<file path="src/design/bridgePkg.sv">
`default_nettype none

package bridgePkg;

        ////////////////////
        // Bus geometry
        ////////////////////
        localparam int AddrWidth = 32;
        localparam int DataWidth = 32;

        // Select vector width and upper bound for NumSlaves
        localparam int MaxSlaves = 4;

        // Peripheral index field, wide enough to hit unmapped regions
        localparam int RegionBits = 4;

        ////////////////////
        // AHB encodings
        ////////////////////
        typedef enum logic [2:0]
        {
                SizeByte = 3'b000,
                SizeHalf = 3'b001,
                SizeWord = 3'b010
        } hsize_e;

        typedef enum logic [1:0]
        {
                TransIdle   = 2'b00,
                TransBusy   = 2'b01,
                TransNonseq = 2'b10,
                TransSeq    = 2'b11
        } htrans_e;

        // Address phase as held for the APB side
        typedef struct packed
        {
                logic [AddrWidth-1:0] addr;
                hsize_e               size;
                logic                 write;
                logic                 mapped;
                logic [MaxSlaves-1:0] slaveSel;
        } ahbReq_t;

        // Same word seen as byte lanes or halfword lanes
        typedef union packed
        {
                logic [DataWidth/8-1:0][7:0]   bytes;
                logic [DataWidth/16-1:0][15:0] halves;
        } laneWord_u;

endpackage

`default_nettype wire

</file>
<file path="src/design/ahbCapture.sv">
`timescale 1ns/100ps
`default_nettype none

module ahbCapture #(
        parameter int NumSlaves = 4,
        parameter int RegionLsb = 12
) (
        input  wire logic                           Hclk,
        input  wire logic                           Hresetn,
        input  wire logic                           Hsel,
        input  wire logic [bridgePkg::AddrWidth-1:0] Haddr,
        input  wire bridgePkg::htrans_e             Htrans,
        input  wire bridgePkg::hsize_e              Hsize,
        input  wire logic                           Hwrite,
        input  wire logic [bridgePkg::DataWidth-1:0] Hwdata,
        input  wire logic                           Hreadyout,
        output bridgePkg::ahbReq_t                  req,
        output logic                                reqValid,
        output logic [bridgePkg::DataWidth-1:0]     wdataReg
);
        import bridgePkg::*;

        logic [RegionBits-1:0] index;
        logic [MaxSlaves-1:0]  selNext;
        logic                  mappedNext;
        logic                  dataPhase;

        // NONSEQ or SEQ while the bridge is free
        assign reqValid = Hsel && Hreadyout && (Htrans == TransNonseq || Htrans == TransSeq);

        assign index      = Haddr[RegionLsb +: RegionBits];
        assign mappedNext = int'(index) < NumSlaves;

        // One-hot select, left empty for unmapped regions
        always_comb
        begin
                selNext = '0;
                for (int i = 0; i < NumSlaves; i++)
                begin
                        if (int'(index) == i)
                        begin
                                selNext[i] = 1'b1;
                        end
                end
        end

        always_ff @(posedge Hclk or negedge Hresetn)
        begin
                if (!Hresetn)
                begin
                        req       <= '0;
                        dataPhase <= 1'b0;
                end
                else
                begin
                        dataPhase <= reqValid;
                        if (reqValid)
                        begin
                                req.addr     <= Haddr;
                                req.size     <= Hsize;
                                req.write    <= Hwrite;
                                req.mapped   <= mappedNext;
                                req.slaveSel <= selNext;
                        end
                end
        end

        // Write data follows its address by one cycle
        always_ff @(posedge Hclk or negedge Hresetn)
        begin
                if (!Hresetn)
                begin
                        wdataReg <= '0;
                end
                else if (dataPhase && req.write)
                begin
                        wdataReg <= Hwdata;
                end
        end

endmodule

`default_nettype wire

</file>
<file path="src/design/bridgeFsm.sv">
`timescale 1ns/100ps
`default_nettype none

module bridgeFsm (
        input  wire logic Hclk,
        input  wire logic Hresetn,
        input  wire logic reqValid,
        input  wire logic reqWrite,
        output logic      Hreadyout,
        output logic      Penable,
        output logic      Pwrite,
        output logic      selEnable,
        output logic      readLatch
);
        typedef enum logic [1:0]
        {
                StIdle   = 2'b00,
                StWait   = 2'b01,
                StSetup  = 2'b10,
                StAccess = 2'b11
        } state_e;

        state_e state;
        state_e stateNext;

        ////////////////////
        // Next state
        ////////////////////
        always_comb
        begin
                stateNext = state;
                case (state)
                        StIdle:
                        begin
                                if (reqValid)
                                begin
                                        // Writes need one cycle for Hwdata
                                        stateNext = reqWrite ? StWait : StSetup;
                                end
                        end
                        StWait:
                        begin
                                stateNext = StSetup;
                        end
                        StSetup:
                        begin
                                stateNext = StAccess;
                        end
                        StAccess:
                        begin
                                // Fixed two-cycle APB access
                                stateNext = StIdle;
                        end
                        default:
                        begin
                                stateNext = StIdle;
                        end
                endcase
        end

        always_ff @(posedge Hclk or negedge Hresetn)
        begin
                if (!Hresetn)
                begin
                        state  <= StIdle;
                        Pwrite <= 1'b0;
                end
                else
                begin
                        state <= stateNext;
                        if (state == StIdle && reqValid)
                        begin
                                Pwrite <= reqWrite;
                        end
                        else if (state == StAccess)
                        begin
                                Pwrite <= 1'b0;
                        end
                end
        end

        ////////////////////
        // Outputs
        ////////////////////
        assign Hreadyout = (state == StIdle);
        assign Penable   = (state == StAccess);
        assign selEnable = (state == StSetup) || (state == StAccess);

        // Prdata is sampled at the end of this cycle
        assign readLatch = (state == StAccess) && !Pwrite;

endmodule

`default_nettype wire

</file>
<file path="src/design/laneSteer.sv">
`timescale 1ns/100ps
`default_nettype none

module laneSteer (
        input  wire logic [bridgePkg::DataWidth-1:0] word,
        input  wire bridgePkg::hsize_e               size,
        input  wire logic [1:0]                      offset,
        output logic [bridgePkg::DataWidth-1:0]      lane
);
        import bridgePkg::*;

        laneWord_u view;

        assign view = word;

        // Little endian, addressed lane lands at bit 0
        always_comb
        begin
                lane = '0;
                case (size)
                        SizeByte:
                        begin
                                lane = DataWidth'(view.bytes[offset]);
                        end
                        SizeHalf:
                        begin
                                if (!offset[0])
                                begin
                                        lane = DataWidth'(view.halves[offset[1]]);
                                end
                        end
                        SizeWord:
                        begin
                                if (offset == 2'b00)
                                begin
                                        lane = word;
                                end
                        end
                        default:
                        begin
                                // Wider than the bus
                                lane = '0;
                        end
                endcase
        end

endmodule

`default_nettype wire

</file>
<file path="src/design/ahbApbBridge.sv">
`timescale 1ns/100ps
`default_nettype none

module ahbApbBridge #(
        parameter int NumSlaves = 4,
        parameter int RegionLsb = 12
) (
        input  wire logic                           Hclk,
        input  wire logic                           Hresetn,
        // AHB-Lite slave side
        input  wire logic                           Hsel,
        input  wire logic [bridgePkg::AddrWidth-1:0] Haddr,
        input  wire bridgePkg::htrans_e             Htrans,
        input  wire bridgePkg::hsize_e              Hsize,
        input  wire logic                           Hwrite,
        input  wire logic [bridgePkg::DataWidth-1:0] Hwdata,
        output logic                                Hreadyout,
        output logic [bridgePkg::DataWidth-1:0]     Hrdata,
        // APB master side
        output logic [bridgePkg::AddrWidth-1:0]     Paddr,
        output logic [bridgePkg::MaxSlaves-1:0]     Psel,
        output logic                                Penable,
        output logic                                Pwrite,
        output logic [bridgePkg::DataWidth-1:0]     Pwdata,
        input  wire logic [bridgePkg::DataWidth-1:0] Prdata
);
        import bridgePkg::*;

        ahbReq_t              req;
        logic                 reqValid;
        logic [DataWidth-1:0] wdataReg;
        logic                 selEnable;
        logic                 readLatch;
        logic [DataWidth-1:0] readLane;

        ahbCapture #(
                .NumSlaves(NumSlaves),
                .RegionLsb(RegionLsb)
        ) ahbCapture_i (
                .Hclk     (Hclk),
                .Hresetn  (Hresetn),
                .Hsel     (Hsel),
                .Haddr    (Haddr),
                .Htrans   (Htrans),
                .Hsize    (Hsize),
                .Hwrite   (Hwrite),
                .Hwdata   (Hwdata),
                .Hreadyout(Hreadyout),
                .req      (req),
                .reqValid (reqValid),
                .wdataReg (wdataReg)
        );

        // Direction is needed at the acceptance edge itself
        bridgeFsm bridgeFsm_i (
                .Hclk     (Hclk),
                .Hresetn  (Hresetn),
                .reqValid (reqValid),
                .reqWrite (Hwrite),
                .Hreadyout(Hreadyout),
                .Penable  (Penable),
                .Pwrite   (Pwrite),
                .selEnable(selEnable),
                .readLatch(readLatch)
        );

        laneSteer writeSteer (
                .word  (wdataReg),
                .size  (req.size),
                .offset(req.addr[1:0]),
                .lane  (Pwdata)
        );

        laneSteer readSteer (
                .word  (Prdata),
                .size  (req.size),
                .offset(req.addr[1:0]),
                .lane  (readLane)
        );

        assign Paddr = req.addr;
        assign Psel  = (selEnable && req.mapped) ? req.slaveSel : '0;

        // Unmapped reads complete with zero data
        always_ff @(posedge Hclk or negedge Hresetn)
        begin
                if (!Hresetn)
                begin
                        Hrdata <= '0;
                end
                else if (readLatch)
                begin
                        Hrdata <= req.mapped ? readLane : '0;
                end
        end

endmodule

`default_nettype wire

</file>
<file path="config.mk">
export PLATFORM = sky130hd
export DESIGN_NAME = ahbApbBridge
export DESIGN_NICKNAME = d
export VERILOG_FILES = /design/src/design/bridgePkg.sv /design/src/design/ahbCapture.sv /design/src/design/bridgeFsm.sv /design/src/design/laneSteer.sv /design/src/design/ahbApbBridge.sv
export SDC_FILE = /design/constraint.sdc
export NUM_CORES = 1
export LEC_CHECK = 0
export BUFFER_PORTS_ARGS = -buffer_cell sky130_fd_sc_hd__buf_4
export CORE_MARGIN = 5
export CORE_UTILIZATION = 43
export DETAILED_ROUTE_END_ITERATION = 6
export PLACE_DENSITY = 0.81
export SKIP_LAST_GASP = 1
export SLEW_MARGIN = 20
export SYNTH_ARGS = -nofsm -noshare
export SYNTH_HDL_FRONTEND = slang
export SYNTH_SLANG_ARGS = --single-unit
export TNS_END_PERCENT = 10
</file>
<file path="constraint.sdc">
create_clock -name Hclk -period 2.85 [get_ports Hclk]
set_input_delay 0.285 -clock Hclk [delete_from_list [all_inputs] [get_ports Hclk]]
set_output_delay 0.285 -clock Hclk [all_outputs]
set_load 0.02 [all_outputs]
</file>
==> summary.md <==
| Metric | Value |
|---|---|
| Largest net degree at the start of global routing | 57 |
| Die area | 14,500 µm² |
| Pwr Total | 7.35 mW |
| Total CTS buffers | 9 |
| Fmax | 379 MHz |
| Setup TNS | 0 ns |
| # hold bufs at CTS | 0 |
| Worst-margin pin slew | 0.781 ns |
| Detailed Route WL | 14,800 µm |
| YS warnings | 0 |
| Power Density | 1060 nW/µm² |
| Worst VDD drop | 0.492 mV |
| Syn_area_per_cell | 10.5 µm² |
| Largest family of logic cells by synthesized area | simple AND/OR/NAND/NOR gates |
| RR Endpoint | Hrdata[11] |
| Post-DP HPWL | 11,100 µm |
| Row Count | 40 |
| Sw power | 2.99 mW |
| Power share of the clock group | 16.1% |
| Die width | 120 µm |
| Yosys cell types | 36 |
| Violated checks | hold timing |
| 1st-iter DRT viols | 264 |
| Critical Path RT | 2.57 ns |
| Switch share | 40.6% |
| Vias in the first global route | 4,604 |
| Met3 WL | 1060 µm |
| Reg2reg path depth | 3 |
| FF/Latch Area | 2730 µm² |
| Max Fanout on Critical Path | 17 |
| Crit path capture type | output port |
| Sequential fraction of the synthesis area | 52.1% |
| Top-Level Pins | 208 |
| Area Overhead vs Synth | 32.9% |
| Fin. Hold Viols | 7 |
| # Post-CTS Setup Buffers | 0 |
| CP Cell Sequence | nor4b_4 -> a32oi_1 -> nor2_1 -> buf_4 |
| Initial antenna violation count | 0 |
| Skew final | 0.00763 ns |
| Drt drc | 0 |
| Worst endpoint data arrival time | 2.35 ns |
| Final #Nets | 769 |
| Crit start category | flip-flop |
| Final critical-path required period | 2.64 ns |
| Status | complete, but fails checks |
| Post-Syn Area | 5240 µm² |
| Ant diodes | 0 |
| Worst Setup SP | ahbCapture_i.req[10] |
| Tot GR Track Use | 20.4% |
| Synth Area in Compound Gates | 12.2% |
| RSZ-0062 raised after global routing | no |
| Total number of H-tree levels | 3 |
| Cell family with most CP delay | flip-flops |
| Met2 WL | 7520 µm |
| Clock sinks | 109 |
| Core area | 12,000 µm² |
| First-pass GRT wire length | 23,700 µm |
| Fin Hold WS | -0.0162 ns |
| Final worst path period share | 92.5% |
| Top routing layer in use | met4 |
| Final Max Slew Viols | 0 |
| Met1 wire length | 5900 µm |
| Fillers | 1,030 |
| Clk buf depth | 2 |
| Vias per cell | 5.31 |
| FF+latch count, synth | 109 |
| Buffer and inverter count on the worst path | 1 |
| HP Class | input port to asynchronous set/reset pin |
| Share of cells above drive strength 1 | 43.2% |
| Cell-internal power | 4.37 mW |
| Final instance area | 6960 µm² |
| Comb pwr share | 46.8% |
| CTS tree | built |
| Reg power frac | 37.1% |
| XOR/XNOR share of the synthesized area | 0.167% |
| Reg2reg setup slack | 0.54 ns |
| Max-cap violation count | 0 |
| Lkg Pwr | 3.54 nW |
| Final Setup Violations | 0 |
| Area of the multi-input gates | 2130 µm² |
| CP peak stage delay | 0.85 ns |
| Post-synth net total | 606 |
| Worst R2R Start | ahbCapture_i.req[10] |
| Starting density of the core | 43.8% |
| Die height | 120 µm |
| Placed cell areas | 6680 µm² |
| GPL Wtd Cong | 0.853 |
| Slowest CP cell | dfrtp_1 |
| Root buffer cell | clkbuf_16 |
| Final ANT Viol Nets | 0 |
| Adder-Cell Fraction of Synth Area | 0.956% |
| Worst slew margin | 47.9% |
| Simple logic cell fraction of the synthesized area | 16.0% |
| Gr ovfl total | 0 |
| Post-CTS Resized | 0 |
| Crit Path Category | flip-flop to output port |
| Clock Latency Late Sink | 0.34 ns |
| Initial DRT Pass Iterations | 4 |
| Vias | 4,308 |
| WL per Instance | 18.2 µm |
| Cell count after synthesis | 497 |
| Clk slew on worst S/H paths | 0.07 ns |
| Port Buffers | 206 |
| Mux contribution to synthesized area | 10.9% |
-- final cells by class --
class	count	area share, %
clock inverter	4	0.324
inverter	5	0.270
clock buffer	12	3.69
sequential	109	39.2
timing repair buffer	216	23.3
multi-input combinational	319	30.6
tap	147	2.64
-- cell families (layout without fill, tap and decap cells) --
logic type	after synthesis	in the layout
compound gates	82	82
xor+xnor	1	1
fa+ha+maj	4	4
buf+inv	69	237
flops	109	109
mux	51	51
simple gates	181	181
-- worst max path at each step --
stage	to	slack (ns)	depth (start not counted)
after floorplan	Pwdata[7]	0.92	4
after global placement	Hrdata[10]	0.62	3
after detailed placement	Hrdata[8]	0.57	3
after CTS	Pwdata[11]	0.20	4
after global routing	Pwdata[12]	0.06	4
final	Pwdata[11]	0.21	4
-- routing by layer --
layer	up-vias	track usage [%]
met5	-	0
met3	25	5.00
met4	0	7.72
li1	2013	-
met2	160	35.3
met1	2110	24.6
-- per-stage QoR --
stage,cells,setup WS [ns],util (%)
after floorplan,497,0.922,-
after global placement,796,0.619,55.8
after detailed placement,796,0.569,55.8
after CTS,812,0.199,58.1
after global routing,812,0.0585,58.2
final,812,0.214,58.2
-- synthesized netlist by cell type --
| cell | instances | area [µm²] |
|---|---|---|
| buf_1 | 8 | 30.0 |
| buf_4 | 36 | 270 |
| dfrtp_1 | 109 | 2730 |
| nor2b_1 | 1 | 6.26 |
| inv_1 | 4 | 15.0 |
| and3_1 | 1 | 6.26 |
| o21a_1 | 1 | 7.51 |
| buf_2 | 8 | 40.0 |
| nand3b_1 | 1 | 7.51 |
| ha_1 | 4 | 50.1 |
| a32oi_1 | 16 | 140 |
| xor2_1 | 1 | 8.76 |
| clkbuf_1 | 12 | 45.0 |
| o31ai_1 | 2 | 15.0 |
| a2111oi_2 | 1 | 15.0 |
| a221o_1 | 8 | 80.1 |
| a21oi_1 | 1 | 5.00 |
| inv_2 | 1 | 3.75 |
| nor4_1 | 1 | 6.26 |
| nor4bb_1 | 2 | 20.0 |
| o21ai_0 | 19 | 95.1 |
| a211o_1 | 1 | 8.76 |
| nand2b_1 | 3 | 18.8 |
| nor4_2 | 1 | 12.5 |
| and3b_1 | 1 | 8.76 |
| and4_1 | 1 | 8.76 |
| nand3_1 | 3 | 15.0 |
| a22o_1 | 18 | 158 |
| nor4b_2 | 1 | 15.0 |
| nor2_1 | 11 | 41.3 |
| mux2_2 | 48 | 541 |
| mux2i_1 | 3 | 30.0 |
| and2_1 | 29 | 181 |
| nor4b_4 | 1 | 23.8 |
| nand2_1 | 124 | 465 |
| a22oi_1 | 15 | 113 |
-- power groups by stage --
| stage | logic [mW] | registers [mW] | clock network [mW] |
|---|---|---|---|
| 2_1_floorplan | 2.46 | 2.57 | 0 |
| 3_3_place_gp | 3.36 | 2.70 | 0 |
| 3_5_place_dp | 3.46 | 2.74 | 0 |
| 4_1_cts | 3.47 | 2.73 | 1.21 |
| 5_1_grt | 3.73 | 2.82 | 1.27 |
| 6_report | 3.44 | 2.73 | 1.18 |
-- state kept, by name, summed over array words and instances (netlist names) --
register	cells
bridgeFsm_i.state	2
Hrdata	32
bridgeFsm_i.Pwrite	1
ahbCapture_i.wdataReg	32
ahbCapture_i.dataPhase	1
ahbCapture_i.req	41
-- cell usage in the layout (no fill, tap or decap), types with 2 or more instances in the layout --
master / synthesis / final
buf_4: 36 / 216
nand2_1: 124 / 124
dfrtp_1: 109 / 109
mux2_2: 48 / 48
and2_1: 29 / 29
o21ai_0: 19 / 19
a22o_1: 18 / 18
a32oi_1: 16 / 16
a22oi_1: 15 / 15
nor2_1: 11 / 11
clkbuf_16: 0 / 9
a221o_1: 8 / 8
inv_1: 4 / 4
ha_1: 4 / 4
mux2i_1: 3 / 3
clkinv_2: 0 / 3
nand2b_1: 3 / 2
o31ai_1: 2 / 2
nand3_1: 3 / 2
clkbuf_8: 0 / 2
(Power assumes the default switching activity.)
